File: src/common/memSysPkg.sv
package memSysPkg;

	typedef enum logic [2:0] {
		ST_IDLE,
		ST_ACCESS_RAS,
		ST_ACCESS_HOLD,
		ST_CYCLE_END,
		ST_REF_RAS1,
		ST_REF_RAS2,
		ST_PRECHARGE,
		ST_REENABLE
	} ramStateT;

	typedef enum logic [1:0] {REGION_NONE, REGION_RAM, REGION_ROM} regionT;

	// Compared against A23..A20, RAM and ROM split on A23:A22 only
	localparam logic [3:0] RAM_TOP_NIBBLE = 4'h0; // 0x000000, also the low region
	localparam logic [3:0] ROM_TOP_NIBBLE = 4'h4; // 0x400000

	// DRAM pin map, ramAddr[11] down to ramAddr[0]
	//   row:    A19 A17 A15 A18 A14 A13 A12 A11 A19 A16 A10 A9
	//   column: A20 A7  A8  A21 A6  A5  A4  A3  A20 A7  A2  A1
	// Pins 11 and 3 carry the same bit, pin 10 has no column role
	// Flash sees A18 on pin 8 and A19 on pin 11 through the row mux

endpackage

File: src/common/cpuBusIf.sv
`timescale 1ns/1ps

interface cpuBusIf;

	logic [22:0] address; // A23 down to A1
	logic nAs;
	logic nWe; // Low for a write
	logic nLds;
	logic nUds;
	logic nDtack; // Returned by the DTACK generator

	modport decode (
		input address,
		input nAs
	);

	modport ram (
		input address,
		input nAs,
		input nWe,
		input nLds,
		input nUds,
		input nDtack
	);

	modport dtack (input nAs);

endinterface

File: src/hdl/addrDecode.sv
`timescale 1ns/1ps

module addrDecode (
	input logic CLK,
	input logic rstN,
	cpuBusIf.decode bus,
	input logic romAccess,
	output logic busActive,
	output logic ramSel,
	output logic romSel,
	output logic lowRegionSel
);
	import memSysPkg::*;

	logic [3:0] topNibble;
	logic overlay;
	regionT region;
	regionT decoded;

	assign topNibble = bus.address[22:19];

	always_comb begin
		if (overlay && topNibble == RAM_TOP_NIBBLE) begin
			decoded = REGION_ROM; // Boot vectors come from flash
		end else if (topNibble[3:2] == RAM_TOP_NIBBLE[3:2]) begin
			decoded = REGION_RAM;
		end else if (topNibble[3:2] == ROM_TOP_NIBBLE[3:2]) begin
			decoded = REGION_ROM;
		end else begin
			decoded = REGION_NONE;
		end
	end

	always_ff @(posedge CLK) begin
		if (!rstN) begin
			busActive <= 1'b0;
			overlay <= 1'b1;
			region <= REGION_NONE;
			lowRegionSel <= 1'b0;
		end else begin
			busActive <= !bus.nAs;
			if (romAccess)
				overlay <= 1'b0; // First ROM DTACK ends boot mode
			if (bus.nAs) begin
				region <= REGION_NONE;
				lowRegionSel <= 1'b0;
			end else if (!busActive) begin // Latch once per AS cycle
				region <= decoded;
				lowRegionSel <= (topNibble == RAM_TOP_NIBBLE);
			end
		end
	end

	assign ramSel = (region == REGION_RAM);
	assign romSel = (region == REGION_ROM);

endmodule

File: src/hdl/refreshTimer.sv
`timescale 1ns/1ps

module refreshTimer #(
	parameter int REFRESH_PERIOD = 120,
	parameter int URGENT_DELAY = 40
) (
	input logic CLK,
	input logic rstN,
	input logic refAck,
	output logic refReq,
	output logic refUrg
);

	localparam int PERIOD_W = $clog2(REFRESH_PERIOD);
	localparam int URG_W = $clog2(URGENT_DELAY + 1);

	logic [PERIOD_W-1:0] periodCnt;
	logic [URG_W-1:0] urgCnt;
	logic periodDone;

	assign periodDone = (periodCnt == PERIOD_W'(REFRESH_PERIOD - 1));

	always_ff @(posedge CLK) begin
		if (!rstN) begin
			periodCnt <= '0;
			urgCnt <= '0;
			refReq <= 1'b0;
			refUrg <= 1'b0;
		end else begin
			periodCnt <= periodDone ? '0 : periodCnt + 1'b1; // Free running
			refReq <= (refReq && !refAck) || periodDone;
			if (refAck || !refReq) begin
				urgCnt <= '0;
				refUrg <= 1'b0;
			end else if (urgCnt == URG_W'(URGENT_DELAY - 1)) begin
				refUrg <= 1'b1; // Request went unserved too long
			end else begin
				urgCnt <= urgCnt + 1'b1;
			end
		end
	end

	urgImpliesReq: assert property (@(posedge CLK) disable iff (!rstN) refUrg |-> refReq)
		else $error("refUrg high without refReq");

endmodule

File: src/hdl/dtackGen.sv
`timescale 1ns/1ps

module dtackGen #(
	parameter int ROM_WAIT = 2
) (
	input logic CLK,
	input logic rstN,
	cpuBusIf.dtack bus,
	input logic busActive,
	input logic ramSel,
	input logic romSel,
	input logic ramReady,
	output logic nDtack,
	output logic romAccess
);
	import memSysPkg::*;

	localparam int WAIT_W = $clog2(ROM_WAIT + 2);

	regionT region;
	logic [WAIT_W-1:0] waitCnt;
	logic ack;

	always_comb begin
		if (ramSel)
			region = REGION_RAM;
		else if (romSel)
			region = REGION_ROM;
		else
			region = REGION_NONE;
	end

	always_comb begin
		ack = 1'b0;
		if (busActive && nDtack && !bus.nAs) begin
			case (region)
				REGION_RAM: ack = ramReady; // Controller not busy refreshing
				REGION_ROM: ack = (waitCnt == WAIT_W'(ROM_WAIT));
				default: ack = 1'b0;
			endcase
		end
	end

	always_ff @(posedge CLK) begin
		if (!rstN) begin
			nDtack <= 1'b1;
			waitCnt <= '0;
			romAccess <= 1'b0;
		end else begin
			romAccess <= ack && (region == REGION_ROM);
			if (bus.nAs) begin // Release on the edge after AS rises
				nDtack <= 1'b1;
				waitCnt <= '0;
			end else if (ack) begin
				nDtack <= 1'b0;
			end else if (busActive && nDtack && region == REGION_ROM) begin
				waitCnt <= waitCnt + 1'b1;
			end
		end
	end

	// A ROM DTACK never comes before its wait states have passed
	romWaitMet: assert property (@(posedge CLK) disable iff (!rstN)
		($fell(nDtack) && romSel) |-> $past(busActive, ROM_WAIT + 1))
		else $error("ROM DTACK before the wait states elapsed");

endmodule

File: src/ram/ramControl.sv
`timescale 1ns/1ps

module ramControl (
	input logic CLK,
	input logic rstN,
	cpuBusIf.ram bus,
	input logic busActive,
	input logic ramSel,
	input logic romSel,
	input logic lowRegionSel,
	input logic refReq,
	input logic refUrg,
	output logic refAck,
	output logic ramReady,
	output logic [11:0] ramAddr,
	output logic nRas,
	output logic nCas,
	output logic nLwe,
	output logic nUwe,
	output logic nOe,
	output logic nRomCs,
	output logic nRomWe
);
	import memSysPkg::*;

	ramStateT state;
	logic rasEn; // Idle and allowed to open a row
	logic rasSel; // Column address on the pins
	logic rasRr;
	logic rasRf; // Half-cycle RAS extension after an access
	logic dtackR;
	logic refStart;
	logic accessRas;
	logic [21:1] a;
	logic [11:0] rowAddr;
	logic [11:0] colAddr;

	assign a = bus.address[20:0];

	// Plain requests wait out RAM and low-region cycles, urgent ones do not
	assign refStart = rasEn && (refUrg || (refReq && !(busActive && (ramSel || lowRegionSel))));
	assign accessRas = (state == ST_IDLE) && rasEn && busActive && ramSel && !refStart;

	assign nRas = !(accessRas || rasRr || rasRf);
	assign nLwe = !(!bus.nLds && !bus.nWe && rasSel);
	assign nUwe = !(!bus.nUds && !bus.nWe && rasSel);

	assign nRomCs = !romSel;
	assign nRomWe = !(romSel && !bus.nAs && !bus.nWe);

	assign refAck = (state == ST_REF_RAS1);

	always_comb begin
		if (state == ST_IDLE)
			ramReady = rasEn && !refStart;
		else
			ramReady = (state inside {ST_ACCESS_RAS, ST_ACCESS_HOLD, ST_CYCLE_END});
	end

	assign rowAddr = {a[19], a[17], a[15], a[18], a[14], a[13],
		a[12], a[11], a[19], a[16], a[10], a[9]};
	assign colAddr = {a[20], a[7], a[8], a[21], a[6], a[5],
		a[4], a[3], a[20], a[7], a[2], a[1]};
	assign ramAddr = rasSel ? colAddr : rowAddr;

	always_ff @(posedge CLK) begin
		if (!rstN) begin
			state <= ST_IDLE;
			rasEn <= 1'b0;
			rasSel <= 1'b0;
			rasRr <= 1'b0;
			dtackR <= 1'b0;
			nOe <= 1'b1;
		end else begin
			dtackR <= !bus.nDtack;
			nOe <= bus.nAs || !bus.nWe; // Reads only, follows AS by one edge
			case (state)
				ST_IDLE: begin
					if (refStart) begin
						state <= ST_REF_RAS1; // CAS already low since the falling edge
						rasRr <= 1'b1;
						rasEn <= 1'b0;
					end else if (busActive && ramSel && rasEn) begin
						state <= ST_ACCESS_RAS;
						rasSel <= 1'b1;
						rasRr <= 1'b1;
						rasEn <= 1'b0;
					end else begin
						rasEn <= 1'b1;
					end
				end
				ST_ACCESS_RAS: state <= ST_ACCESS_HOLD;
				ST_ACCESS_HOLD: begin
					if (dtackR) begin
						state <= ST_CYCLE_END;
						rasSel <= 1'b0;
						rasRr <= 1'b0;
					end
				end
				ST_CYCLE_END: begin
					if (!busActive) begin // Wait for AS so one cycle is one access
						state <= ST_IDLE;
						rasEn <= 1'b1;
					end
				end
				ST_REF_RAS1: state <= ST_REF_RAS2;
				ST_REF_RAS2: state <= ST_PRECHARGE;
				ST_PRECHARGE: begin
					if (rasRr)
						rasRr <= 1'b0; // Third RAS cycle, then precharge
					else
						state <= ST_REENABLE;
				end
				ST_REENABLE: begin
					state <= ST_IDLE;
					rasEn <= 1'b1;
				end
				default: state <= ST_IDLE;
			endcase
		end
	end

	always_ff @(negedge CLK) begin
		if (!rstN) begin
			nCas <= 1'b1;
			rasRf <= 1'b0;
		end else begin
			rasRf <= (state == ST_ACCESS_HOLD);
			case (state)
				ST_IDLE: nCas <= !refStart; // CBR, CAS half a cycle ahead of RAS
				ST_ACCESS_RAS: nCas <= 1'b0;
				ST_ACCESS_HOLD: nCas <= dtackR;
				default: nCas <= 1'b1;
			endcase
		end
	end

	casOnlyInAccess: assert property (@(posedge CLK) disable iff (!rstN)
		($fell(nCas) && !nRas) |-> (state == ST_ACCESS_RAS))
		else $error("nCas fell under an open row outside an access");

	writeUnderRas: assert property (@(posedge CLK) disable iff (!rstN)
		(!nLwe || !nUwe) |-> !nRas)
		else $error("Write strobe low while nRas high");

endmodule

File: src/hdl/memSubsystem.sv
`timescale 1ns/1ps

module memSubsystem #(
	parameter int REFRESH_PERIOD = 120,
	parameter int URGENT_DELAY = 40,
	parameter int ROM_WAIT = 2
) (
	input logic CLK,
	input logic rstN,
	input logic [22:0] address,
	input logic nAs,
	input logic nWe,
	input logic nLds,
	input logic nUds,
	output logic nDtack,
	output logic [11:0] ramAddr,
	output logic nRas,
	output logic nCas,
	output logic nLwe,
	output logic nUwe,
	output logic nOe,
	output logic nRomCs,
	output logic nRomWe
);

	logic busActive;
	logic ramSel;
	logic romSel;
	logic lowRegionSel;
	logic romAccess;
	logic refReq;
	logic refUrg;
	logic refAck;
	logic ramReady;

	cpuBusIf bus ();

	assign bus.address = address;
	assign bus.nAs = nAs;
	assign bus.nWe = nWe;
	assign bus.nLds = nLds;
	assign bus.nUds = nUds;
	assign bus.nDtack = nDtack; // Fed back for the controller's DTACK register

	addrDecode u_addrDecode (
		.CLK(CLK), .rstN(rstN), .bus(bus.decode), .romAccess(romAccess),
		.busActive(busActive), .ramSel(ramSel), .romSel(romSel), .lowRegionSel(lowRegionSel)
	);

	refreshTimer #(.REFRESH_PERIOD(REFRESH_PERIOD), .URGENT_DELAY(URGENT_DELAY)) u_refreshTimer (
		.CLK(CLK), .rstN(rstN), .refAck(refAck), .refReq(refReq), .refUrg(refUrg)
	);

	dtackGen #(.ROM_WAIT(ROM_WAIT)) u_dtackGen (
		.CLK(CLK), .rstN(rstN), .bus(bus.dtack), .busActive(busActive), .ramSel(ramSel),
		.romSel(romSel), .ramReady(ramReady), .nDtack(nDtack), .romAccess(romAccess)
	);

	ramControl u_ramControl (
		.CLK(CLK), .rstN(rstN), .bus(bus.ram), .busActive(busActive), .ramSel(ramSel),
		.romSel(romSel), .lowRegionSel(lowRegionSel), .refReq(refReq), .refUrg(refUrg),
		.refAck(refAck), .ramReady(ramReady), .ramAddr(ramAddr), .nRas(nRas), .nCas(nCas),
		.nLwe(nLwe), .nUwe(nUwe), .nOe(nOe), .nRomCs(nRomCs), .nRomWe(nRomWe)
	);

endmodule

File: config.mk
export PLATFORM = sky130hd
export DESIGN_NAME = memSubsystem
export DESIGN_NICKNAME = d
export VERILOG_FILES = /design/src/common/memSysPkg.sv /design/src/common/cpuBusIf.sv /design/src/hdl/addrDecode.sv /design/src/hdl/refreshTimer.sv /design/src/hdl/dtackGen.sv /design/src/ram/ramControl.sv /design/src/hdl/memSubsystem.sv
export SDC_FILE = /design/constraint.sdc
export NUM_CORES = 1
export LEC_CHECK = 0
export BUFFER_PORTS_ARGS = -buffer_cell sky130_fd_sc_hd__buf_2
export CORE_UTILIZATION = 50
export DETAILED_ROUTE_END_ITERATION = 12
export PLACE_DENSITY = 0.86
export SETUP_SLACK_MARGIN = 0.15
export SKIP_LAST_GASP = 1
export SLEW_MARGIN = 30
export SYNTH_ARGS = -nofsm -noshare
export SYNTH_HDL_FRONTEND = slang
export SYNTH_SLANG_ARGS = --single-unit
File: constraint.sdc
create_clock -name CLK -period 3 [get_ports CLK]
set_input_delay 0.75 -clock CLK [delete_from_list [all_inputs] [get_ports CLK]]
set_output_delay 0.75 -clock CLK [all_outputs]
set_load 0.02 [all_outputs]
======== Word-level counts from Yosys, hierarchy flattened ========
Cells that the tools add are included.
cells by class
  mux-type cells .......................... 26
  $add $sub $neg .......................... 3
  eq/ne operators ......................... 21
  bitwise operators ....................... 2
  reduce and logical (&&, ||, !) cells .... 58
operator list
  operator                                             number
  one-hot mux 3 bit (8 select lines)                   1
  logical AND 1 bit                                    22
  2-to-1 mux 3 bit                                     5
  zero test 1 bit                                      14
  equality test 3 bit, second input constant           4
  2-to-1 mux 12 bit                                    1
  2-to-1 mux 2 bit                                     5
  2-to-1 mux 1 bit                                     9
  one-hot mux 1 bit (3 select lines)                   3
  nonzero test 3 bit                                   3
  != test 2 bit, second input constant                 4
  AND reduction 4 bit                                  2
  adder 7 x 1 -> 7 bit, second input constant          1
  equality test 7 bit, second input constant           1
  logical OR 1 bit                                     7
  adder 6 x 1 -> 6 bit, second input constant          1
  equality test 2 x 1 -> 1 bit, second input constant  3
  equality test 2 bit, second input constant           3
  equality test 3 x 2 -> 1 bit, second input constant  2
  equality test 6 bit, second input constant           1
  OR reduction 2 bit                                   3
  zero test 4 bit                                      1
  one-hot mux 1 bit (2 select lines)                   2
  AND reduction 2 bit                                  2
  other kinds (9)                                      10
word-level totals
  output and inout port bits .............. 20
  flip-flop bits (word level) ............. 34
  word-level logic and storage cells ...... 129
  input bits .............................. 29

======== Longest topological paths before layout ========
Gate-level depths: netlist of the first run.
  depth after elaboration ................. 14
  mapped depth ............................ 8
  mapped depth without buffers ............ 7

======== Cells and area by module ========
Synthesis of the first run repeated with hierarchy kept, for this count alone.
second synthesis, totals
  cells, all modules ...................... 188
  area, all modules ....................... 1704.1 µm²
modules (own cells, without submodules)
  module        area each (µm²)  sequential area each (µm²)  cells each  instances
  ramControl    686.9            200.2                       79          1
  refreshTimer  633.1            300.3                       65          1
  dtackGen      192.7            80.1                        22          1
  addrDecode    191.4            100.1                       22          1

==> flow_summary.toml, run 1 <==
[sta]
hold_viol_final = 0
maxSlewViolCount = 0
whs_ns = 0.424
maxSlewHeadroom = 0.642
rsz0062_at_grt = "true"
worst_pin_slew_ns = 0.536
fin_skew_ns = 0.0517
fin_ws_ns = -0.177
setup_viol = 2

[yosys]
syn_avg_cell_area_um2 = 8.86
synth_compound_area_frac = 0.158
synth_cell_types = 51
synth_seq_cells = 34
synth_fp_nets = 246
yosys_warnings = 0
synth_area_um2 = 1830
async_flop_share = 0
synthAdderAreaFrac = 0.0754
yosysSeqAreaShare = 0.373
synth-simple-area-share = 0.236
synth_edf_count = 0
synth_xor_xnor_area_share = 0.0336
synth_area_leaders = "dfxtp_1 (37%), ha_1 (7.5%), mux2_2 (5.6%), nor2_1 (5.1%), a21oi_1 (3.6%)"
synth_top_cell_by_area = "dfxtp_1"
synth.mux.area_fraction = 0.0720
synth_top_area_frac = 0.373
synth_cells = 206
synth_top_family_by_area = "simple AND/OR/NAND/NOR gates"
ys.flop_type = "dfxtp_1"

[grt]
globalRouteOverflowTotal = 0
grt_pass1_vias = 1526
grt_pass1_wl_mm = 6.23
antenna_found_initial = 0
grt_max_degree = 16
grt.total_usage = 0.201

[floorplan]
die_y_um = 62.4
die_area_um2 = 3900
coreArea_um2 = 3420
die_x_um = 62.4
io_pins = 49
initial_core_util = 0.534
rows = 21

[route]
drc = 0
antenna_left = 0
wl_per_cell_um = 11.9
drt-initial-drc-count = 54
first_pass_iters = 4
via_per_inst = 5.35
drt-total-wl_mm = 3.64
vias = 1632

[clocking]
numCtsBuffers = 5
cts-hold-fix-buffers = 0
cts_tree = "built"
path_clk_slew_ns = 0.09
clock-sinks = 34
clock_tree.root_cell = "clkbuf_4"
clock_path_buffers = 2
clock_latency_ns = 0.38
post_cts.repair.setup_buffers = 0
h-tree-depth = 2

[final_layout]
nFillCells = 292
drive_gt1_frac = 0.336
fin_nets = 298
area_delta_synth_final_pct = 20.1
finish.instance_area_um2 = 2190
diodes = 0
finish.utilization = 0.642

[worst_setup_path]
critical_path.top_delay_family = "flip-flops"
critPathMaxFanout = 1
cp_cell_sequence = "nor3_2 -> buf_4"
cp.arrival_ns = 2.43
end_kind = "output pin"
crit_buf_inv = 1
r2r_slack_ns = 0.26
slowest_stage = "dfxtp_1"
critPathKind = "reg2out"
timing.critical_path.required_ns = 2.25
cp-start-kind = "flop"
cpPeakStageDelay_ns = 0.30

[status]
violations = "setup timing"
status = "finished with violations"

[placement]
gp_congestion = 0.870
port_buffers = 48
post-dp-hpwl_mm = 2.79
place_ws_ns = 0.157
placed_area_um2 = 2110

[min_path]
hold_path_class = "reg2reg"

[power_and_ir_drop]
vdd_drop_max_mv = 0.299
powerDensity_nw_per_um2 = 528
power.leakage_nw = 0.949
power_mw = 1.16

[flow_run]
cap_violations = 0
==> worst register-to-register path, cell delays in order (launching register included) <==
cell,delay (ns)
dfxtp_1,0.40
ha_1,0.21
nor2_1,0.06
o221ai_2,0.30
nand2_2,0.11
o211ai_1,0.11
==> through the flow <==
step / std cells / TNS, ns
after floorplan: 206 / 0
after global placement: 296 / 0
after detailed placement: 296 / 0
after CTS: 305 / -0.262
after global routing: 305 / -0.356
final: 305 / -0.235
==> layout by cell type, fill, tap and decap left out, drive strengths merged, types with 3 or more instances in the layout <==
cell type,count
a211oi,3
a21oi,14
and3,5
buf,52
clkbuf,6
dfxtp,34
ha,11
inv,14
mux2,9
mux2i,3
nand2,15
nand2b,4
nand3,10
nor2,25
nor3,3
o21ai,8
or3b,3
xor2,5
==> cells by family after synthesis <==
family | Yosys count
simple gates | 80
compound gates | 41
flops | 34
buf+inv | 21
mux | 12
fa+ha+maj | 11
xor+xnor | 7
==> layout make-up <==
| type | instances | area (um^2) | share of cell area |
|---|---|---|---|
| clock inverter | 4 | 30.0 | 0.0137 |
| clock buffer | 6 | 41.3 | 0.0188 |
| multi-input combinational | 151 | 1060 | 0.482 |
| tap | 46 | 57.6 | 0.0263 |
| inverter | 12 | 45.0 | 0.0205 |
| timing repair buffer | 52 | 279 | 0.127 |
| sequential | 34 | 683 | 0.312 |
==> worst paths after layout <==
check	from	cells past startpoint	endpoint
min	u_dtackGen.romAccess$_SDFF_PN0_	1	u_addrDecode.overlay$_SDFFE_PN1P_
max reg2reg	u_addrDecode.region[0]$_SDFFE_PP0N_	5	u_ramControl.nCas$_SDFF_NN1_
max	u_ramControl.rasRf$_SDFF_NN0_	2	nRas
min reg2reg	u_dtackGen.romAccess$_SDFF_PN0_	1	u_addrDecode.overlay$_SDFFE_PN1P_
==> sequential cells by signal, summed over array words and instances, names as in the netlist <==
| name | count |
|---|---|
| u_ramControl.rasRr | 1 |
| u_refreshTimer.refReq | 1 |
| u_ramControl.dtackR | 1 |
| u_ramControl.rasEn | 1 |
| u_ramControl.rasRf | 1 |
| u_refreshTimer.urgCnt | 6 |
| u_ramControl.rasSel | 1 |
| u_addrDecode.overlay | 1 |
| u_ramControl.nOe | 1 |
| u_refreshTimer.refUrg | 1 |
| u_addrDecode.region | 2 |
| u_dtackGen.waitCnt | 2 |
| u_refreshTimer.periodCnt | 7 |
| u_addrDecode.lowRegionSel | 1 |
| u_dtackGen.nDtack | 1 |
| u_addrDecode.busActive | 1 |
| u_ramControl.state | 3 |
| u_dtackGen.romAccess | 1 |
| u_ramControl.nCas | 1 |
==> timing repair <==
| action | in CTS | in global routing |
|---|---|---|
| setup endpoints to repair | 2 | 3 |
| gates resized for setup | 4 | 2 |
| pin swaps | 1 | 0 |
==> per-layer routing <==
| layer | track usage | vias to the layer above | part of all wire |
|---|---|---|---|
| met3 | 0.0730 | 8 | 0.076 |
| met5 | 0 | - | 0 |
| met4 | 0.0785 | 0 | 0.017 |
| met2 | 0.338 | 69 | 0.46 |
| met1 | 0.231 | 733 | 0.45 |
| li1 | - | 822 | - |
==> cells in the mapped netlist (2+ instances only) <==
cell type / n
nor3_1: 2
buf_2: 2
nand2_1: 14
clkbuf_1: 3
a31oi_1: 2
xnor2_1: 2
a221oi_1: 2
o21ai_0: 8
or3b_2: 2
nand4_1: 2
buf_4: 2
or3_1: 2
mux2i_1: 3
a21oi_1: 13
nor3b_1: 2
and2_1: 2
a211oi_1: 3
nand2b_1: 4
xor2_1: 5
dfxtp_1: 34
nand3_1: 10
nor2_1: 25
and3_1: 3
mux2_2: 9
inv_1: 13
and3_2: 2
ha_1: 11
==> where the power goes <==
part / internal, mW / total, mW / switching, mW
combinational: 0.159 / 0.352 / 0.193
sequential: 0.486 / 0.520 / 0.0334
clock: 0.134 / 0.286 / 0.152
total: 0.779 / 1.16 / 0.378
Note: power is estimated with default switching activity, not from simulation.
==> run 2, diff against run 1 <==
--- a/config.mk
+++ b/config.mk
@@ -5,7 +5,7 @@
 export SDC_FILE = /design/constraint.sdc
 export NUM_CORES = 1
 export LEC_CHECK = 0
-export BUFFER_PORTS_ARGS = -buffer_cell sky130_fd_sc_hd__buf_2
+export BUFFER_PORTS_ARGS = -buffer_cell sky130_fd_sc_hd__buf_4
 export CORE_UTILIZATION = 50
 export DETAILED_ROUTE_END_ITERATION = 12
 export PLACE_DENSITY = 0.86
==> run 2 against run 1 <==
Effect of this change:
- the flow still finishes with violations (setup timing)
- first-iteration DRC count shrank 26%
- via count grew 0.37%
- die area unchanged
- count of clock-buffer cells in the layout stayed put
- clock skew up 0.0028 ns
- largest cell class unchanged
- sequential cell count did not move
- utilization increased by 3.2 points
==> flow_summary.toml, run 2 (synthesized netlist as in run 1, its figures left out) <==
[min_path]
min-delay-start = "u_dtackGen.romAccess$_SDFF_PN0_"
whs_endpoint = "u_addrDecode.overlay$_SDFFE_PN1P_"
hold_path_class = "reg2reg"
min_path_cells = 1

[power_and_ir_drop]
vdd_drop_max_mv = 0.248
powerDensity_nw_per_um2 = 514
power.leakage_nw = 0.990

[placement]
gp_congestion = 0.859
placed_area_um2 = 2220
post-dp-hpwl_mm = 2.86
port_buffers = 48

[grt]
grt-busiest-layer = "met2"
grt_pass1_wl_mm = 6.45
use_met2 = 0.368
grt_pass1_vias = 1574
grt_max_degree = 16
globalRouteOverflowTotal = 0
grt_util_met1 = 0.232
grt.total_usage = 0.208
use_met3 = 0.0566
antenna_found_initial = 0

[route]
drc = 0
via_per_inst = 5.39
wl_per_cell_um = 12.2
drt-total-wl_mm = 3.70
antenna_left = 0
drt-initial-drc-count = 40
first_pass_iters = 4
vias = 1638

[clocking]
clock-sinks = 34
cts-hold-fix-buffers = 0
clock_latency_ns = 0.39
path_clk_slew_ns = 0.10
post_cts.repair.setup_buffers = 0
clock_tree.root_cell = "clkbuf_4"
cts_tree = "built"
clock_path_buffers = 2
h-tree-depth = 2
numCtsBuffers = 5

[sta]
whs_ns = 0.436
maxSlewViolCount = 0
setup_viol = 2
hold_viol_final = 0
rsz0062_at_grt = "true"
fin_skew_ns = 0.0546
fin_ws_ns = -0.189
maxSlewHeadroom = 0.645
setup_tns_ns = -0.256
worst_pin_slew_ns = 0.531

[worst_setup_path]
cp-start-kind = "flop"
r2r-start = "u_addrDecode.region[1]$_SDFFE_PP0N_"
critPathKind = "reg2out"
end_kind = "output pin"
critPathMaxFanout = 1
cpPeakStageDelay_ns = 0.30
r2r_cells = 6
slowest_stage = "dfxtp_1"
crit_buf_inv = 1
regToRegEndpoint = "u_ramControl.nCas$_SDFF_NN1_"
timing.critical_path.required_ns = 2.25
critical_path.top_delay_family = "flip-flops"
cp.arrival_ns = 2.44
r2r_slack_ns = 0.28
cp_cell_sequence = "nor3_2 -> buf_4"

[final_layout]
area_delta_synth_final_pct = 26.0
layout_commonest_cell = "buf_4"
drive_gt1_frac = 0.333
diodes = 0
mostFrequentLayoutCells = "buf_4 (50), dfxtp_1 (32), nor2_1 (25)"
reg_top3 = "u_refreshTimer.periodCnt: 7 flops, u_refreshTimer.urgCnt: 6 flops, u_ramControl.state: 3 flops"
top_register = "u_refreshTimer.periodCnt"
fin_nets = 297
finish.instance_area_um2 = 2300
largest_register_ff_count = 7
nFillCells = 283

[floorplan]
die_y_um = 62.4
rows = 21
coreArea_um2 = 3420
io_pins = 49
die_area_um2 = 3900
initial_core_util = 0.534
die_x_um = 62.4

[status]
status = "finished with violations"
violations = "setup timing"

[flow_run]
cap_violations = 0
[run 2: how the worst max path moves through the flow]
| stage | from | slack, ns | cells past startpoint | end |
|---|---|---|---|---|
| after global routing | u_ramControl.rasRf$_SDFF_NN0_ | -0.26 | 2 | nRas |
| after floorplan | u_ramControl.rasRf$_SDFF_NN0_ | 0.14 | 1 | nRas |
| after global placement | rstN | 0.15 | 4 | u_ramControl.nCas$_SDFF_NN1_ |
| after detailed placement | rstN | 0.10 | 4 | u_ramControl.nCas$_SDFF_NN1_ |
| final | u_ramControl.rasRf$_SDFF_NN0_ | -0.19 | 2 | nRas |
| after CTS | u_ramControl.rasRf$_SDFF_NN0_ | -0.21 | 2 | nRas |
[run 2: what timing repair did]
item	CTS	global route
pin swaps	1	0
gates cloned	0	0
endpoints found under the setup margin	2	3
resized for setup	2	2
[run 2: routing by layer]
metal	vias to the layer above	routed length [um]
li1	824	-
met1	732	1620
met2	76	1740
met3	6	288
met4	0	54
met5	-	0
[run 2: area by class of cell]
type                    instances  area (um^2)  share of cell area
flip-flops and latches         34          683               0.297
clock inverters                 4         30.0              0.0131
clock buffers                   6         41.3              0.0180
inverters                      12         45.0              0.0196
repair buffers                 51          387               0.168
well taps                      46         57.6              0.0250
multi-input cells             151         1060               0.459
[run 2: through the flow]
stage | total power [mW] | setup slack (ns) | utilization | cells
floorplan | 0.779 | 0.142 | - | 206
global placement | 0.880 | 0.147 | 0.651 | 295
detailed placement | 0.891 | 0.103 | 0.651 | 295
CTS | 1.18 | -0.210 | 0.672 | 304
global route | 1.26 | -0.257 | 0.673 | 304
finish | 1.18 | -0.189 | 0.673 | 304
[run 2: power by group]
part           leakage (nW)  total, mW  internal, mW  switching (mW)
registers             0.276      0.520         0.486          0.0342
clock network        0.0515      0.295         0.134           0.160
logic                 0.662      0.366         0.174           0.192
total                 0.990       1.18         0.795           0.387
[run 2: worst register-to-register path, cell delays in order, from the launching register on]
cell      delay, ns
dfxtp_1        0.35
inv_1          0.07
ha_1           0.21
nor2_1         0.12
o221ai_2       0.19
nand2_2        0.12
o211ai_1       0.08
==> run 3, diff against run 2 <==
--- a/config.mk
+++ b/config.mk
@@ -6,9 +6,10 @@
 export NUM_CORES = 1
 export LEC_CHECK = 0
 export BUFFER_PORTS_ARGS = -buffer_cell sky130_fd_sc_hd__buf_4
+export CORE_MARGIN = 4
 export CORE_UTILIZATION = 50
 export DETAILED_ROUTE_END_ITERATION = 12
-export PLACE_DENSITY = 0.86
+export PLACE_DENSITY = 0.79
 export SETUP_SLACK_MARGIN = 0.15
 export SKIP_LAST_GASP = 1
 export SLEW_MARGIN = 30
==> run 3 against run 2 <==
Effect of this change:
- the run still ends with setup timing left
- combinational power barely moved
- wire length rose by 4.8%
- via count fell by 1.4%
- critical endpoint unchanged
- largest power group unchanged
==> flow_summary.toml, run 3 (synthesized netlist as in run 1, its figures left out) <==
[sta]
maxSlewHeadroom = 0.636
setup_viol = 2
maxSlewViolCount = 0
hold_viol_final = 0
fin_ws_ns = -0.134
fin_skew_ns = 0.0658
worst_pin_slew_ns = 0.545
rsz0062_at_grt = "true"
setup_tns_ns = -0.150

[grt]
antenna_found_initial = 0
grt_pass1_vias = 1544
globalRouteOverflowTotal = 0
grt_pass1_wl_mm = 6.60
use_met2 = 0.293
grt-busiest-layer = "met2"
grt_max_degree = 16
use_met3 = 0.0608
grt_util_met1 = 0.233
grt.total_usage = 0.190

[power_and_ir_drop]
power_mw = 1.26
vdd_drop_max_mv = 0.288
powerDensity_nw_per_um2 = 538
power.leakage_nw = 1.01

[final_layout]
layout_commonest_cell = "buf_4"
finish.instance_area_um2 = 2330
largest_register_ff_count = 7
top_register = "u_refreshTimer.periodCnt"
diodes = 0
area_delta_synth_final_pct = 27.9
regArea_um2 = 682
reg_top3 = "u_refreshTimer.periodCnt: 7 flops, u_refreshTimer.urgCnt: 6 flops, u_ramControl.state: 3 flops"
nFillCells = 284
multi_input_area_um2 = 1050
mostFrequentLayoutCells = "buf_4 (51), dfxtp_1 (33), nor2_1 (25)"
fin_nets = 298
drive_gt1_frac = 0.328

[clocking]
cts_tree = "built"
h-tree-depth = 2
clock-sinks = 34
cts-hold-fix-buffers = 0
path_clk_slew_ns = 0.06
clock_latency_ns = 0.34
clock_path_buffers = 2
numCtsBuffers = 5
clock_tree.root_cell = "clkbuf_8"

[worst_setup_path]
cp-start-kind = "flop"
slowest_stage = "dfxtp_1"
end_kind = "output pin"
critical_path.top_delay_family = "flip-flops"
cpPeakStageDelay_ns = 0.29
critPathKind = "reg2out"
cp.arrival_ns = 2.38
critPathMaxFanout = 1
timing.critical_path.required_ns = 2.25
cp_cell_sequence = "nor3_2 -> buf_4"
crit_buf_inv = 1

[placement]
placed_area_um2 = 2230
gp_congestion = 0.915
port_buffers = 48
place_ws_ns = 0.120
post-dp-hpwl_mm = 3.06

[min_path]
hold_path_class = "reg2reg"

[route]
vias = 1615
drt-total-wl_mm = 3.88
first_pass_iters = 4
wl_per_cell_um = 12.7
drt-initial-drc-count = 137
via_per_inst = 5.30
antenna_left = 0
drc = 0

[floorplan]
die_area_um2 = 4680
die_x_um = 68.4
die_y_um = 68.4
rows = 21
coreArea_um2 = 3440
io_pins = 49
initial_core_util = 0.530

[status]
status = "finished with violations"
violations = "setup timing"

[flow_run]
cap_violations = 0
[run 3: cell count changes in the layout (fill, tap and decap cells not counted), sizes merged]
cell / previous run / this run
buf: 51 / 52
[run 3: timing repair]
item	in CTS	in global routing
pin swaps	1	0
endpoints found under the setup margin	2	2
resized for setup	2	0
buffers inserted	0	0
[run 3: worst reg2reg max path, stage by stage (launching register included)]
cell and delay [ns]:
dfxtp_1 0.40, inv_1 0.09, ha_1 0.26, or2_4 0.29
o211ai_1 0.16
[run 3: routing by layer]
layer	vias to the layer above	share of wire
met1	720	0.45
met5	-	0
li1	823	-
met4	0	0.028
met3	9	0.087
met2	63	0.44
[run 3: layout make-up]
cell class / count / share of cell area
clock inverters: 4 / 0.0129
well taps: 46 / 0.0247
repair buffers: 52 / 0.169
multi-input cells: 151 / 0.451
clock buffers: 6 / 0.0311
flip-flops and latches: 34 / 0.292
inverters: 12 / 0.0193
[run 3: per-stage QoR]
step	cells	utilization	hold slack, ns
after detailed placement	296	0.648	0.407
after global placement	296	0.648	0.395
final	305	0.678	0.412
after CTS	305	0.678	0.418
after global routing	305	0.678	0.464
after floorplan	206	-	0.388
[run 3: path summary, 6_finish.rpt]
check	from	endpoint	slack, ns	depth (start not counted)
hold / removal	u_dtackGen.romAccess$_SDFF_PN0_	u_addrDecode.overlay$_SDFFE_PN1P_	0.41	1
setup / recovery	u_ramControl.rasRf$_SDFF_NN0_	nRas	-0.13	2
setup reg to reg	u_ramControl.state[0]$_SDFFE_PN0P_	u_ramControl.nCas$_SDFF_NN1_	0.27	4
hold reg to reg	u_dtackGen.romAccess$_SDFF_PN0_	u_addrDecode.overlay$_SDFFE_PN1P_	0.41	1
[run 3: where the power goes]
part	leakage, nW	switching, mW	internal [mW]
clock network	0.0644	0.165	0.206
logic	0.669	0.191	0.175
registers	0.275	0.0348	0.485
